[src/rot_pkg.sv]
`default_nettype none

package rot_pkg;

    // Image geometry.
    localparam int IMAGE_SIZE = 60;
    localparam int IMAGE_COOR_BIT = 6;
    localparam int VEC_WIDTH = IMAGE_COOR_BIT + 1;

    // Angle in whole degrees, -180 to 180.
    localparam int ANG_WIDTH = 9;

    // CORDIC word format. Vector and angle both carry 12 fraction bits.
    localparam int VEC_PROCESS_WIDTH = 22;
    localparam int VEC_FRAC_BITS = 12;
    localparam int ANG_FRAC_BITS = 12;
    localparam int CORDIC_STAGES = 14;

    // Pop to registered result: decode, pre-rotation, stages, result.
    localparam int ROT_LATENCY = CORDIC_STAGES + 3;

    // Credit channels.
    localparam int CMD_FIFO_DEPTH = 4;
    localparam int CMD_PTR_BITS = $clog2(CMD_FIFO_DEPTH);
    localparam int CMD_CNT_BITS = $clog2(CMD_FIFO_DEPTH + 1);
    localparam int RES_CREDITS = 4;
    localparam int RES_CNT_BITS = $clog2(RES_CREDITS + 1);

    // 1/K = 0.607253 with 14 fraction bits.
    localparam int GAIN_FRAC_BITS = 14;
    localparam logic [GAIN_FRAC_BITS:0] CORDIC_GAIN_INV = 15'd9949;

    typedef enum logic [0:0] {
        OP_SET_ANGLE = 1'b0,
        OP_ROTATE    = 1'b1
    } rot_op_e;

    // atan(2^-i) in degrees, scaled by 2^ANG_FRAC_BITS.
    function automatic logic signed [VEC_PROCESS_WIDTH-1:0] cordic_atan(input int i);
        logic signed [VEC_PROCESS_WIDTH-1:0] a;
        case (i)
            0:       a = 22'sd184320;
            1:       a = 22'sd108810;
            2:       a = 22'sd57492;
            3:       a = 22'sd29184;
            4:       a = 22'sd14649;
            5:       a = 22'sd7331;
            6:       a = 22'sd3667;
            7:       a = 22'sd1833;
            8:       a = 22'sd917;
            9:       a = 22'sd458;
            10:      a = 22'sd229;
            11:      a = 22'sd115;
            12:      a = 22'sd57;
            13:      a = 22'sd29;
            default: a = 22'sd0;
        endcase
        return a;
    endfunction

endpackage

`default_nettype wire

[src/coor_decode.sv]
`default_nettype none

module coor_decode import rot_pkg::*; (
    input  logic                        i_clk,
    input  logic                        i_rst_n,
    input  logic                        i_cmd_valid,
    input  rot_op_e                     i_cmd_op,
    input  logic [IMAGE_COOR_BIT-1:0]   i_cmd_h,
    input  logic [IMAGE_COOR_BIT-1:0]   i_cmd_v,
    input  logic signed [ANG_WIDTH-1:0] i_cmd_angle,
    input  logic                        i_issue_ok,
    output logic                        o_cmd_credit,
    output logic                        o_issue,
    output logic signed [VEC_WIDTH-1:0] o_x,
    output logic signed [VEC_WIDTH-1:0] o_y,
    output logic signed [ANG_WIDTH-1:0] o_angle
);

    rot_op_e                     fifo_op  [CMD_FIFO_DEPTH];
    logic [IMAGE_COOR_BIT-1:0]   fifo_h   [CMD_FIFO_DEPTH];
    logic [IMAGE_COOR_BIT-1:0]   fifo_v   [CMD_FIFO_DEPTH];
    logic signed [ANG_WIDTH-1:0] fifo_ang [CMD_FIFO_DEPTH];

    logic [CMD_PTR_BITS-1:0]     wr_ptr;
    logic [CMD_PTR_BITS-1:0]     rd_ptr;
    logic [CMD_CNT_BITS-1:0]     count;
    logic                        pop;
    logic signed [VEC_WIDTH+1:0] x_cent;
    logic signed [VEC_WIDTH+1:0] y_cent;

    // Pop only when the result side has a free slot.
    assign pop = (count != '0) && i_issue_ok;

    // Centred, doubled vector of the head entry.
    assign x_cent = $signed({2'b00, fifo_h[rd_ptr], 1'b1}) - (VEC_WIDTH+2)'(IMAGE_SIZE);
    assign y_cent = (VEC_WIDTH+2)'(IMAGE_SIZE - 1) - $signed({2'b00, fifo_v[rd_ptr], 1'b0});

    // Storage.
    always_ff @(posedge i_clk) begin
        if (i_cmd_valid) begin
            fifo_op[wr_ptr]  <= i_cmd_op;
            fifo_h[wr_ptr]   <= i_cmd_h;
            fifo_v[wr_ptr]   <= i_cmd_v;
            fifo_ang[wr_ptr] <= i_cmd_angle;
        end
    end

    // Pointers and occupancy; producer credits prevent overflow.
    always_ff @(posedge i_clk) begin
        if (!i_rst_n) begin
            wr_ptr <= '0;
            rd_ptr <= '0;
            count  <= '0;
        end else begin
            if (i_cmd_valid) begin
                wr_ptr <= wr_ptr + 1'b1;
            end
            if (pop) begin
                rd_ptr <= rd_ptr + 1'b1;
            end
            count <= count + CMD_CNT_BITS'(i_cmd_valid) - CMD_CNT_BITS'(pop);
        end
    end

    // Credit return, issue and angle register.
    always_ff @(posedge i_clk) begin
        if (!i_rst_n) begin
            o_cmd_credit <= 1'b0;
            o_issue      <= 1'b0;
            o_angle      <= '0;
        end else begin
            o_cmd_credit <= pop;
            o_issue      <= pop && (fifo_op[rd_ptr] == OP_ROTATE);
            if (pop && (fifo_op[rd_ptr] == OP_SET_ANGLE)) begin
                o_angle <= fifo_ang[rd_ptr];
            end
        end
    end

    // Vector payload.
    always_ff @(posedge i_clk) begin
        if (pop) begin
            o_x <= x_cent[VEC_WIDTH-1:0];
            o_y <= y_cent[VEC_WIDTH-1:0];
        end
    end

endmodule

`default_nettype wire

[src/cordic_execute.sv]
`default_nettype none

module cordic_execute import rot_pkg::*; (
    input  logic                        i_clk,
    input  logic                        i_rst_n,
    input  logic                        i_valid,
    input  logic signed [VEC_WIDTH-1:0] i_x,
    input  logic signed [VEC_WIDTH-1:0] i_y,
    input  logic signed [ANG_WIDTH-1:0] i_angle,
    output logic                        o_valid,
    output logic signed [VEC_WIDTH-1:0] o_x,
    output logic signed [VEC_WIDTH-1:0] o_y
);

    localparam int LAST = CORDIC_STAGES - 1;

    logic signed [VEC_PROCESS_WIDTH-1:0] x_ext;
    logic signed [VEC_PROCESS_WIDTH-1:0] y_ext;
    logic signed [VEC_PROCESS_WIDTH-1:0] pre_x;
    logic signed [VEC_PROCESS_WIDTH-1:0] pre_y;
    logic signed [VEC_PROCESS_WIDTH-1:0] pre_z;
    logic signed [ANG_WIDTH-1:0]         res_deg;

    logic signed [VEC_PROCESS_WIDTH-1:0] x_s [CORDIC_STAGES];
    logic signed [VEC_PROCESS_WIDTH-1:0] y_s [CORDIC_STAGES];
    logic signed [VEC_PROCESS_WIDTH-1:0] z_s [CORDIC_STAGES];
    logic [CORDIC_STAGES-1:0]            v_s;

    logic signed [VEC_PROCESS_WIDTH-1:0] x_last;
    logic signed [VEC_PROCESS_WIDTH-1:0] y_last;

    // Gain compensation, rounding to whole units and saturation to VEC_WIDTH.
    // Saturated values still land outside the image, so the flag stays correct.
    function automatic logic signed [VEC_WIDTH-1:0] scale_round(
        input logic signed [VEC_PROCESS_WIDTH-1:0] v
    );
        logic signed [VEC_PROCESS_WIDTH+GAIN_FRAC_BITS+1:0] prod;
        logic signed [VEC_PROCESS_WIDTH+GAIN_FRAC_BITS+1:0] q;
        prod = v * $signed({1'b0, CORDIC_GAIN_INV});
        q = (prod + (1 <<< (GAIN_FRAC_BITS + VEC_FRAC_BITS - 1)))
            >>> (GAIN_FRAC_BITS + VEC_FRAC_BITS);
        if (q > (2 ** (VEC_WIDTH - 1)) - 1) begin
            return (VEC_WIDTH)'((2 ** (VEC_WIDTH - 1)) - 1);
        end else if (q < -(2 ** (VEC_WIDTH - 1))) begin
            return (VEC_WIDTH)'(-(2 ** (VEC_WIDTH - 1)));
        end
        return q[VEC_WIDTH-1:0];
    endfunction

    // Quadrant pre-rotation leaves a residual within +-90 degrees.
    always_comb begin
        x_ext = {{(VEC_PROCESS_WIDTH-VEC_WIDTH){i_x[VEC_WIDTH-1]}}, i_x} <<< VEC_FRAC_BITS;
        y_ext = {{(VEC_PROCESS_WIDTH-VEC_WIDTH){i_y[VEC_WIDTH-1]}}, i_y} <<< VEC_FRAC_BITS;
        if (i_angle > 9'sd90) begin
            pre_x   = -y_ext;
            pre_y   = x_ext;
            res_deg = i_angle - 9'sd90;
        end else if (i_angle < -9'sd90) begin
            pre_x   = y_ext;
            pre_y   = -x_ext;
            res_deg = i_angle + 9'sd90;
        end else begin
            pre_x   = x_ext;
            pre_y   = y_ext;
            res_deg = i_angle;
        end
        pre_z = {{(VEC_PROCESS_WIDTH-ANG_WIDTH){res_deg[ANG_WIDTH-1]}}, res_deg} <<< ANG_FRAC_BITS;
    end

    // Final micro-rotation, feeding the gain stage.
    always_comb begin
        if (z_s[LAST] >= 0) begin
            x_last = x_s[LAST] - (y_s[LAST] >>> LAST);
            y_last = y_s[LAST] + (x_s[LAST] >>> LAST);
        end else begin
            x_last = x_s[LAST] + (y_s[LAST] >>> LAST);
            y_last = y_s[LAST] - (x_s[LAST] >>> LAST);
        end
    end

    // Datapath pipeline.
    always_ff @(posedge i_clk) begin
        x_s[0] <= pre_x;
        y_s[0] <= pre_y;
        z_s[0] <= pre_z;
        for (int i = 0; i < LAST; i++) begin
            // Turn toward zero residual angle.
            if (z_s[i] >= 0) begin
                x_s[i+1] <= x_s[i] - (y_s[i] >>> i);
                y_s[i+1] <= y_s[i] + (x_s[i] >>> i);
                z_s[i+1] <= z_s[i] - cordic_atan(i);
            end else begin
                x_s[i+1] <= x_s[i] + (y_s[i] >>> i);
                y_s[i+1] <= y_s[i] - (x_s[i] >>> i);
                z_s[i+1] <= z_s[i] + cordic_atan(i);
            end
        end
        o_x <= scale_round(x_last);
        o_y <= scale_round(y_last);
    end

    // Valid travels alongside the data.
    always_ff @(posedge i_clk) begin
        if (!i_rst_n) begin
            v_s     <= '0;
            o_valid <= 1'b0;
        end else begin
            v_s     <= {v_s[CORDIC_STAGES-2:0], i_valid};
            o_valid <= v_s[LAST];
        end
    end

endmodule

`default_nettype wire

[src/coor_result.sv]
`default_nettype none

module coor_result import rot_pkg::*; (
    input  logic                        i_clk,
    input  logic                        i_rst_n,
    input  logic                        i_issue,
    input  logic                        i_valid,
    input  logic signed [VEC_WIDTH-1:0] i_x,
    input  logic signed [VEC_WIDTH-1:0] i_y,
    input  logic                        i_res_credit,
    output logic                        o_issue_ok,
    output logic                        o_res_valid,
    output logic [IMAGE_COOR_BIT-1:0]   o_res_h,
    output logic [IMAGE_COOR_BIT-1:0]   o_res_v,
    output logic                        o_res_oor
);

    logic [RES_CNT_BITS-1:0]     credits;
    logic [RES_CNT_BITS-1:0]     reserved;
    logic [RES_CNT_BITS:0]       committed;
    logic signed [VEC_WIDTH:0]   h_wide;
    logic signed [VEC_WIDTH:0]   v_wide;
    logic [IMAGE_COOR_BIT-1:0]   h_clamp;
    logic [IMAGE_COOR_BIT-1:0]   v_clamp;
    logic                        oor;

    // An issue in the current cycle is counted at once, since decode
    // may pop again before the reservation register catches up.
    assign committed  = {1'b0, reserved} + (RES_CNT_BITS+1)'(i_issue);
    assign o_issue_ok = {1'b0, credits} > committed;

    // Back to pixel indices.
    assign h_wide = (VEC_WIDTH+1)'(i_x) + (VEC_WIDTH+1)'(IMAGE_SIZE - 1);
    assign v_wide = (VEC_WIDTH+1)'(IMAGE_SIZE - 1) - (VEC_WIDTH+1)'(i_y);

    always_comb begin
        logic signed [VEC_WIDTH:0] h_half;
        logic signed [VEC_WIDTH:0] v_half;
        h_half = h_wide >>> 1;
        v_half = v_wide >>> 1;
        // Negative indices clamp to zero.
        h_clamp = (h_half < 0) ? '0 : h_half[IMAGE_COOR_BIT-1:0];
        v_clamp = (v_half < 0) ? '0 : v_half[IMAGE_COOR_BIT-1:0];
    end

    assign oor = (i_x >= IMAGE_SIZE) || (i_y >= IMAGE_SIZE) ||
                 (i_x < -IMAGE_SIZE) || (i_y < -IMAGE_SIZE);

    // Credit and reservation counters.
    always_ff @(posedge i_clk) begin
        if (!i_rst_n) begin
            credits  <= RES_CNT_BITS'(RES_CREDITS);
            reserved <= '0;
        end else begin
            credits  <= credits + RES_CNT_BITS'(i_res_credit) - RES_CNT_BITS'(i_valid);
            reserved <= reserved + RES_CNT_BITS'(i_issue) - RES_CNT_BITS'(i_valid);
        end
    end

    // Result register is the only buffer.
    always_ff @(posedge i_clk) begin
        if (!i_rst_n) begin
            o_res_valid <= 1'b0;
        end else begin
            o_res_valid <= i_valid;
        end
    end

    always_ff @(posedge i_clk) begin
        if (i_valid) begin
            o_res_h   <= h_clamp;
            o_res_v   <= v_clamp;
            o_res_oor <= oor;
        end
    end

endmodule

`default_nettype wire

[src/image_rotator_top.sv]
`default_nettype none

module image_rotator_top import rot_pkg::*; (
    input  logic                        i_clk,
    input  logic                        i_rst_n,
    input  logic                        i_cmd_valid,
    input  rot_op_e                     i_cmd_op,
    input  logic [IMAGE_COOR_BIT-1:0]   i_cmd_h,
    input  logic [IMAGE_COOR_BIT-1:0]   i_cmd_v,
    input  logic signed [ANG_WIDTH-1:0] i_cmd_angle,
    input  logic                        i_res_credit,
    output logic                        o_cmd_credit,
    output logic                        o_res_valid,
    output logic [IMAGE_COOR_BIT-1:0]   o_res_h,
    output logic [IMAGE_COOR_BIT-1:0]   o_res_v,
    output logic                        o_res_oor
);

    logic                        issue;
    logic                        issue_ok;
    logic signed [VEC_WIDTH-1:0] x_in;
    logic signed [VEC_WIDTH-1:0] y_in;
    logic signed [ANG_WIDTH-1:0] angle;
    logic                        rot_valid;
    logic signed [VEC_WIDTH-1:0] x_rot;
    logic signed [VEC_WIDTH-1:0] y_rot;

    coor_decode u_decode (
        .i_clk        (i_clk),
        .i_rst_n      (i_rst_n),
        .i_cmd_valid  (i_cmd_valid),
        .i_cmd_op     (i_cmd_op),
        .i_cmd_h      (i_cmd_h),
        .i_cmd_v      (i_cmd_v),
        .i_cmd_angle  (i_cmd_angle),
        .i_issue_ok   (issue_ok),
        .o_cmd_credit (o_cmd_credit),
        .o_issue      (issue),
        .o_x          (x_in),
        .o_y          (y_in),
        .o_angle      (angle)
    );

    cordic_execute u_execute (
        .i_clk   (i_clk),
        .i_rst_n (i_rst_n),
        .i_valid (issue),
        .i_x     (x_in),
        .i_y     (y_in),
        .i_angle (angle),
        .o_valid (rot_valid),
        .o_x     (x_rot),
        .o_y     (y_rot)
    );

    coor_result u_result (
        .i_clk        (i_clk),
        .i_rst_n      (i_rst_n),
        .i_issue      (issue),
        .i_valid      (rot_valid),
        .i_x          (x_rot),
        .i_y          (y_rot),
        .i_res_credit (i_res_credit),
        .o_issue_ok   (issue_ok),
        .o_res_valid  (o_res_valid),
        .o_res_h      (o_res_h),
        .o_res_v      (o_res_v),
        .o_res_oor    (o_res_oor)
    );

endmodule

`default_nettype wire

[config.mk]
export PLATFORM = sky130hd
export DESIGN_NAME = image_rotator_top
export DESIGN_NICKNAME = d
export VERILOG_FILES = /design/src/rot_pkg.sv /design/src/coor_decode.sv /design/src/cordic_execute.sv /design/src/coor_result.sv /design/src/image_rotator_top.sv
export SDC_FILE = /design/constraint.sdc
export NUM_CORES = 2
export LEC_CHECK = 0
export BUFFER_PORTS_ARGS = -buffer_cell sky130_fd_sc_hd__buf_2
export CORE_ASPECT_RATIO = 0.6
export CORE_MARGIN = 3
export CORE_UTILIZATION = 50
export DETAILED_ROUTE_END_ITERATION = 8
export PLACE_DENSITY = 0.68
export SYNTH_ARGS = -nofsm -noshare
export SYNTH_HDL_FRONTEND = slang
export SYNTH_HIERARCHICAL = 1
export SYNTH_SLANG_ARGS = --single-unit
[constraint.sdc]
create_clock -name i_clk -period 8.9 [get_ports i_clk]
set_input_delay 0.89 -clock i_clk [delete_from_list [all_inputs] [get_ports i_clk]]
set_output_delay 0.89 -clock i_clk [all_outputs]
set_load 0.02 [all_outputs]
* Word-level counts from Yosys, hierarchy flattened
Memory sizes are Yosys's and may differ from the RTL's. A register that Yosys moved wholly into a read port is not among the register bits.
Index checks and enable logic that the tools add are counted.
** Cells by class
- Add/sub/neg operators :: 100
- Reductions and logical operators :: 8
- $mul :: 2
- $lt $le $gt $ge :: 27
- Muxes and demuxes :: 130
- Bitwise operators :: 40
** Operators with widths (count)
- 22-bit 2-to-1 mux :: 71
- 22-bit subtractor :: 15
- 22-bit adder :: 14
- 22-bit by 1-bit greater-or-equal comparator with 1-bit output, second input constant :: 14
- 37-bit by 27-bit adder with 38-bit output, second input constant :: 2
- 22-bit by 15-bit multiplier with 37-bit output, second input constant :: 2
- 1-bit 2-to-1 mux :: 45
- 22-bit by 10-bit adder with 22-bit output :: 2
- 22-bit by 11-bit adder with 22-bit output :: 2
- 22-bit by 12-bit adder with 22-bit output :: 2
- 22-bit by 13-bit adder with 22-bit output :: 2
- 22-bit by 14-bit adder with 22-bit output :: 2
- 22-bit by 15-bit adder with 22-bit output :: 2
- 22-bit by 16-bit adder with 22-bit output :: 2
- 22-bit by 17-bit adder with 22-bit output :: 2
- 22-bit by 18-bit adder with 22-bit output :: 2
- 22-bit by 19-bit adder with 22-bit output :: 2
- 22-bit by 20-bit adder with 22-bit output :: 2
- 22-bit by 21-bit adder with 22-bit output :: 2
- 22-bit by 9-bit adder with 22-bit output :: 2
- 19-bit negator with 22-bit output :: 2
- 22-bit by 10-bit subtractor with 22-bit output :: 2
- 22-bit by 11-bit subtractor with 22-bit output :: 2
- 22-bit by 12-bit subtractor with 22-bit output :: 2
- other kinds (37) :: 110
** Storage, ports and cells
- Flip-flop bits (word level) :: 72
- Logic and storage cells :: 331
- RAM bits :: 1012
- Memories :: 7
** Memory list
- u_execute.x_s :: depth 14, bits a word 22, read ports 14, clocked after Yosys merged registers in 0, write ports 14, RTL line cordic_execute.sv:24 : logic signed [VEC_PROCESS_WIDTH-1:0] x_s [CORDIC_STAGES];
- u_execute.y_s :: depth 14, bits a word 22, read ports 14, clocked after Yosys merged registers in 0, write ports 14, RTL line cordic_execute.sv:25 : logic signed [VEC_PROCESS_WIDTH-1:0] y_s [CORDIC_STAGES];
- u_execute.z_s :: depth 14, bits a word 22, read ports 14, clocked after Yosys merged registers in 0, write ports 14, RTL line cordic_execute.sv:26 : logic signed [VEC_PROCESS_WIDTH-1:0] z_s [CORDIC_STAGES];
- u_decode.fifo_ang :: depth 4, bits a word 9, read ports 1, clocked after Yosys merged registers in 1, write ports 1, RTL line coor_decode.sv:22 : logic signed [ANG_WIDTH-1:0] fifo_ang [CMD_FIFO_DEPTH];
- u_decode.fifo_h :: depth 4, bits a word 6, read ports 1, clocked after Yosys merged registers in 1, write ports 1, RTL line coor_decode.sv:20 : logic [IMAGE_COOR_BIT-1:0] fifo_h [CMD_FIFO_DEPTH];
- u_decode.fifo_v :: depth 4, bits a word 6, read ports 1, clocked after Yosys merged registers in 1, write ports 1, RTL line coor_decode.sv:21 : logic [IMAGE_COOR_BIT-1:0] fifo_v [CMD_FIFO_DEPTH];
- +1 memories

* Logic depth before layout (Yosys ltp)
An unclocked memory read counts as a cell.
- Depth after elaboration :: 9
- Depth in mapped cells :: 38
- Mapped depth without buffers :: 38

* Cells and area by module
Netlist, hierarchy kept.
** Modules (own cells, without submodules)
- cordic_execute :: times used 1, cells an instance 7564, area an instance 67350.8 um2, sequential area each 15494.9 um2
- coor_decode :: times used 1, cells an instance 230, area an instance 4558.1 um2, sequential area each 3403.3 um2
- coor_result :: times used 1, cells an instance 100, area an instance 1123.6 um2, sequential area each 530.5 um2

* Worst setup path before layout
Ideal clock, no wire load.
- Kind :: register to register
- Start :: memory u_execute.x_s[13][18] (netlist: u_execute/x_s[1][128])
- End :: register u_execute.o_y[0]
- Cell stages (with the launch flop) :: 35
- Library setup time :: 0.125 ns
- Arrival time :: 9.385 ns
- Path slack :: -0.610 ns
- Path through :: dfxtp_1 or4_4 nor3_1 inv_1 ha_1 o21ai_0 ha_1 inv_1 a31oi_1 a211oi_1 nor3b_1 a211oi_1 or2_2 o211ai_1 ha_1 inv_1 ha_1 a21o_1 fa_1 fa_1 fa_1 inv_1 fa_1 inv_1 ha_1 a21o_1 a211oi_1 a21oi_1 or4_1 o21ai_2 o21ai_1 a2111oi_1 o31a_1 o31a_2 o21ai_0
** RTL lines
- start: declaration :: RTL line cordic_execute.sv:24
- end signal: assignment :: RTL line cordic_execute.sv:99 : o_y <= scale_round(y_last);
- end: declaration :: RTL line cordic_execute.sv:12 : output logic signed [VEC_WIDTH-1:0] o_y

==> impl_results.html <==
<table>
<tr><th>Metric</th><th>Value</th></tr>
<tr><th colspan="2">Route</th></tr>
<tr><td>Via-to-Cell Ratio</td><td>5.63</td></tr>
<tr><td>Iteration-0 DRC Markers</td><td>4508</td></tr>
<tr><td>Drt pass-1 iters</td><td>6</td></tr>
<tr><td>Vias after detailed routing</td><td>56616</td></tr>
<tr><td>Routed len/inst</td><td>18.3 microns</td></tr>
<tr><td>Remaining antenna violation count after routing</td><td>0</td></tr>
<tr><td>Final wirelength</td><td>184000 microns</td></tr>
<tr><td>Remaining design rule violation count</td><td>0</td></tr>
<tr><th colspan="2">Clock network</th></tr>
<tr><td>Clock transition at the registers of the reported paths</td><td>0.06 ns</td></tr>
<tr><td>Maximum level of the CTS H-tree</td><td>3</td></tr>
<tr><td>Sinks on the clock net</td><td>914</td></tr>
<tr><td>Clock tree from TritonCTS</td><td>built</td></tr>
<tr><td>Clock insertion delay at the later pin of the skew report</td><td>0.74 ns</td></tr>
<tr><td>Hold_buf cts</td><td>0</td></tr>
<tr><td>Clock buffer depth</td><td>3</td></tr>
<tr><td>Master cell of the clock root buffer</td><td>sky130_fd_sc_hd__clkbuf_16</td></tr>
<tr><td>Number of CTS-inserted buffers</td><td>89</td></tr>
<tr><th colspan="2">STA</th></tr>
<tr><td>Normalized max-slew margin</td><td>19.6%</td></tr>
<tr><td>Tcrit/Tclk final</td><td>99.2%</td></tr>
<tr><td>Final Max Tran Viols</td><td>0</td></tr>
<tr><td>RSZ-0062 raised after global routing</td><td>yes</td></tr>
<tr><td>Worst hold margin</td><td>0.328 ns</td></tr>
<tr><td>Total count of hold-check failures in the final report</td><td>0</td></tr>
<tr><td>Highest Clock Rate</td><td>0.113 GHz</td></tr>
<tr><td>Final-report setup violation count</td><td>0</td></tr>
<tr><td>Shortest period the worst path allows</td><td>8.83 ns</td></tr>
<tr><td>Total negative slack</td><td>0 ns</td></tr>
<tr><td>Clock skew</td><td>0.0868 ns</td></tr>
<tr><td>Slew of the pin with the lowest slew margin</td><td>1.21 ns</td></tr>
<tr><th colspan="2">Die</th></tr>
<tr><td>Core outline area</td><td>144000 sq um</td></tr>
<tr><td>DIE HEIGHT</td><td>302 microns</td></tr>
<tr><td>Starting utilization of the core area</td><td>50.9%</td></tr>
<tr><td>Number of core rows</td><td>107</td></tr>
<tr><td>Die Area</td><td>151000 sq um</td></tr>
<tr><td>Count of pins on the block boundary</td><td>41</td></tr>
<tr><td>Width of the chip</td><td>499 microns</td></tr>
<tr><th colspan="2">Placement</th></tr>
<tr><td>Port Buffers</td><td>40</td></tr>
<tr><td>Dpl hpwl</td><td>148000 microns</td></tr>
<tr><td>Placer's final routability congestion estimate</td><td>0.918</td></tr>
<tr><td>Placed cell count</td><td>9871</td></tr>
<tr><th colspan="2">Setup path</th></tr>
<tr><td>Worst setup startpoint</td><td>u_execute/x_s[1][127]</td></tr>
<tr><td>Kind of end point of the critical path</td><td>flip-flop</td></tr>
<tr><td>Worst endpoint required time</td><td>9.44 ns</td></tr>
<tr><td>Worst reg2reg endpoint</td><td>u_execute/o_y[3]</td></tr>
<tr><td>Critical path fanouts, max</td><td>6</td></tr>
<tr><td>Type of element launching the critical path</td><td>flip-flop</td></tr>
<tr><td>Crit Path Category</td><td>reg -&gt; reg</td></tr>
<tr><td>Arrival time reported for the critical path endpoint</td><td>9.37 ns</td></tr>
<tr><td>Worst Reg-to-Reg Cells</td><td>35</td></tr>
<tr><td>Worst reg2reg setup slack</td><td>0.07 ns</td></tr>
<tr><td>Biggest cell delay along the critical path</td><td>0.57 ns</td></tr>
<tr><td>Reg2reg start</td><td>u_execute/x_s[1][127]</td></tr>
<tr><td>Crit-path most repeated cell</td><td>sky130_fd_sc_hd__fa_1</td></tr>
<tr><td>Slowest stage cell, crit path</td><td>sky130_fd_sc_hd__or4_4</td></tr>
<tr><th colspan="2">Global route</th></tr>
<tr><td>Total global-route track usage</td><td>24.1%</td></tr>
<tr><td>Gr ovfl total</td><td>0</td></tr>
<tr><td>Maximum number of pins on one net before global-route repair</td><td>49</td></tr>
<tr><td>Wire length of the first global-routing pass</td><td>295000 microns</td></tr>
<tr><td>Via count of the first global-routing pass</td><td>54076</td></tr>
<tr><td>Number of antenna violations at the first check in global routing</td><td>4</td></tr>
<tr><th colspan="2">Synth</th></tr>
<tr><td>Synth area leaders</td><td>sky130_fd_sc_hd__dfxtp_1 (22%), sky130_fd_sc_hd__ha_1 (18%), sky130_fd_sc_hd__fa_1 (8.9%), sky130_fd_sc_hd__xnor2_1 (8.0%), sky130_fd_sc_hd__edfxtp_1 (4.6%)</td></tr>
<tr><td>Number of instances in the synthesized netlist</td><td>7894</td></tr>
<tr><td>Area fraction of the dominant cell type after synthesis</td><td>22.0%</td></tr>
<tr><td>Synth Flop Type</td><td>sky130_fd_sc_hd__dfxtp_1</td></tr>
<tr><td>Seq cells post-synth</td><td>914</td></tr>
<tr><td>Warning count from the yosys run</td><td>6</td></tr>
<tr><td>Area leader, netlist</td><td>sky130_fd_sc_hd__dfxtp_1</td></tr>
<tr><td>Count of flip-flops with a built-in enable after synthesis</td><td>113</td></tr>
<tr><td>Per-instance average area after synthesis</td><td>9.25 sq um</td></tr>
<tr><td>Proportion of synthesized chip area in sequential cells</td><td>26.6%</td></tr>
<tr><td>Share of synthesized registers carrying an async set or reset</td><td>0%</td></tr>
<tr><td>Netlist cell types</td><td>102</td></tr>
<tr><td>Total standard cell area after synthesis</td><td>73000 sq um</td></tr>
<tr><th colspan="2">Cells and area</th></tr>
<tr><td>Number of nets in the layout</td><td>9497</td></tr>
<tr><td>Ratio of cells with drive above 1 in the final layout</td><td>6.60%</td></tr>
<tr><td>Most frequent cells in the layout</td><td>sky130_fd_sc_hd__ha_1 (1039), sky130_fd_sc_hd__dfxtp_1 (798), sky130_fd_sc_hd__inv_1 (794)</td></tr>
<tr><td>Number of non-filler instances in the completed layout</td><td>10064</td></tr>
<tr><td>Area delta synth-&gt;final</td><td>9.95%</td></tr>
<tr><td>Most common cell after layout, fill and taps aside</td><td>sky130_fd_sc_hd__ha_1</td></tr>
<tr><td>Final core occ</td><td>55.9%</td></tr>
<tr><td>Layout fillers</td><td>12614</td></tr>
<tr><th colspan="2">Min path</th></tr>
<tr><td>Hold path endpoint</td><td>u_execute/z_s[1][8]</td></tr>
<tr><td>Instance count along the most critical hold path</td><td>0</td></tr>
<tr><td>Startpoint of the worst hold path</td><td>u_execute/z_s[0][74]</td></tr>
<tr><td>Worst min path class</td><td>reg -&gt; reg</td></tr>
<tr><th colspan="2">Run status</th></tr>
<tr><td>Run status</td><td>complete, no violations</td></tr>
<tr><th colspan="2">Flow run</th></tr>
<tr><td>Max-capacitance violation count</td><td>0</td></tr>
</table>
[state kept, by name, indices dropped and copies added (netlist names), 4 cells and up, named ones only]
| name | flops |
|---|---|
| u_decode/fifo_ang | 36 |
| u_execute/o_x | 7 |
| u_decode/o_y | 6 |
| u_execute/v_s | 14 |
| u_decode/o_angle | 9 |
| u_decode/o_x | 6 |
| u_decode/fifo_v | 24 |
| u_execute/o_y | 7 |
| u_result/o_res_h | 6 |
| u_decode/fifo_h | 24 |
| u_execute/y_s | 256 |
| u_result/o_res_v | 6 |
| u_execute/z_s | 238 |
| u_execute/x_s | 251 |
| u_decode/fifo_op | 4 |
[through the flow]
stage / setup WS, ns / area, sq um
CTS: -0.0131 / 79700
global placement: -0.0318 / 76200
finish: 0.0697 / 80300
detailed placement: -0.222 / 76200
global route: -0.320 / 80300
floorplan: 0.0318 / 73100
[cells in the mapped netlist, types with 42 or more instances]
| cell type | number |
|---|---|
| sky130_fd_sc_hd__o41ai_1 | 57 |
| sky130_fd_sc_hd__clkbuf_1 | 70 |
| sky130_fd_sc_hd__inv_1 | 803 |
| sky130_fd_sc_hd__dfxtp_1 | 801 |
| sky130_fd_sc_hd__xor2_1 | 313 |
| sky130_fd_sc_hd__a21oi_1 | 492 |
| sky130_fd_sc_hd__nand2b_1 | 94 |
| sky130_fd_sc_hd__o31ai_1 | 84 |
| sky130_fd_sc_hd__nor2b_1 | 118 |
| sky130_fd_sc_hd__nor4_1 | 42 |
| sky130_fd_sc_hd__and3_1 | 58 |
| sky130_fd_sc_hd__xnor2_1 | 669 |
| sky130_fd_sc_hd__o21ai_0 | 361 |
| sky130_fd_sc_hd__fa_1 | 323 |
| sky130_fd_sc_hd__nor2_1 | 535 |
| sky130_fd_sc_hd__edfxtp_1 | 113 |
| sky130_fd_sc_hd__a21o_1 | 208 |
| sky130_fd_sc_hd__nor3_1 | 202 |
| sky130_fd_sc_hd__and2_1 | 68 |
| sky130_fd_sc_hd__nand3_1 | 135 |
| sky130_fd_sc_hd__o21a_1 | 100 |
| sky130_fd_sc_hd__nand2_1 | 388 |
| sky130_fd_sc_hd__o21bai_1 | 117 |
| sky130_fd_sc_hd__or3_1 | 97 |
| sky130_fd_sc_hd__ha_1 | 1067 |
[kinds of logic after synthesis]
logic type      count (synthesis)  share of synthesized area (%)
simple gates                 1886                           12.7
compound gates               1760                           15.8
fa+ha+maj                    1390                           27.1
xor+xnor                      985                           11.9
flops                         914                           26.6
buf+inv                       896                           4.67
mux                            62                           1.28
other cells                     1                        0.00513
[cell type report]
class / instances / area [sq um] / share of cell area (%)
diodes: 1 / 2.50 / 0.00312
clock buffers: 110 / 2410 / 3.00
inverters: 806 / 3030 / 3.77
repair buffers: 185 / 1330 / 1.65
flip-flops and latches: 914 / 19400 / 24.2
well taps: 1907 / 2390 / 2.97
multi-input cells: 6085 / 50900 / 63.4
clock inverters: 56 / 767 / 0.955
[what timing repair did]
action,CTS,global route
pin swaps,64,37
endpoints found under the setup margin,12,14
gates resized for setup,54,76
hold endpoints to repair,0,0
setup buffers,7,19
[critical path: cells and delay by family (launching register included)]
kind	cells	cell delay, ns
AND/OR/NAND/NOR	3	1.21
XOR/XNOR	2	0.26
adder cells (fa/ha/maj)	8	3.19
flip-flops	1	0.32
AO/OA/AOI/OAI	15	2.84
buffers and inverters	7	0.86
[routing by layer]
metal	track usage, %	part of all wire, %	vias to the layer above
met5	0	0.0071	-
met4	3.00	1.0	2
li1	-	-	27963
met2	29.9	35	1743
met1	40.7	55	26774
met3	6.29	9.5	134
[worst max path at each step]
| stage | end | cells after the start |
|---|---|---|
| after global routing | u_execute/o_y[1] | 35 |
| after floorplan | u_execute/o_y[0] | 34 |
| final | u_execute/o_y[3] | 35 |
| after CTS | u_execute/o_y[3] | 35 |
| after detailed placement | u_execute/o_y[4] | 35 |
| after global placement | u_execute/o_y[5] | 35 |
Power is left out: the tool's default activity adds up to more than one toggle a clock period on the data nets, which glitch-free logic cannot reach.
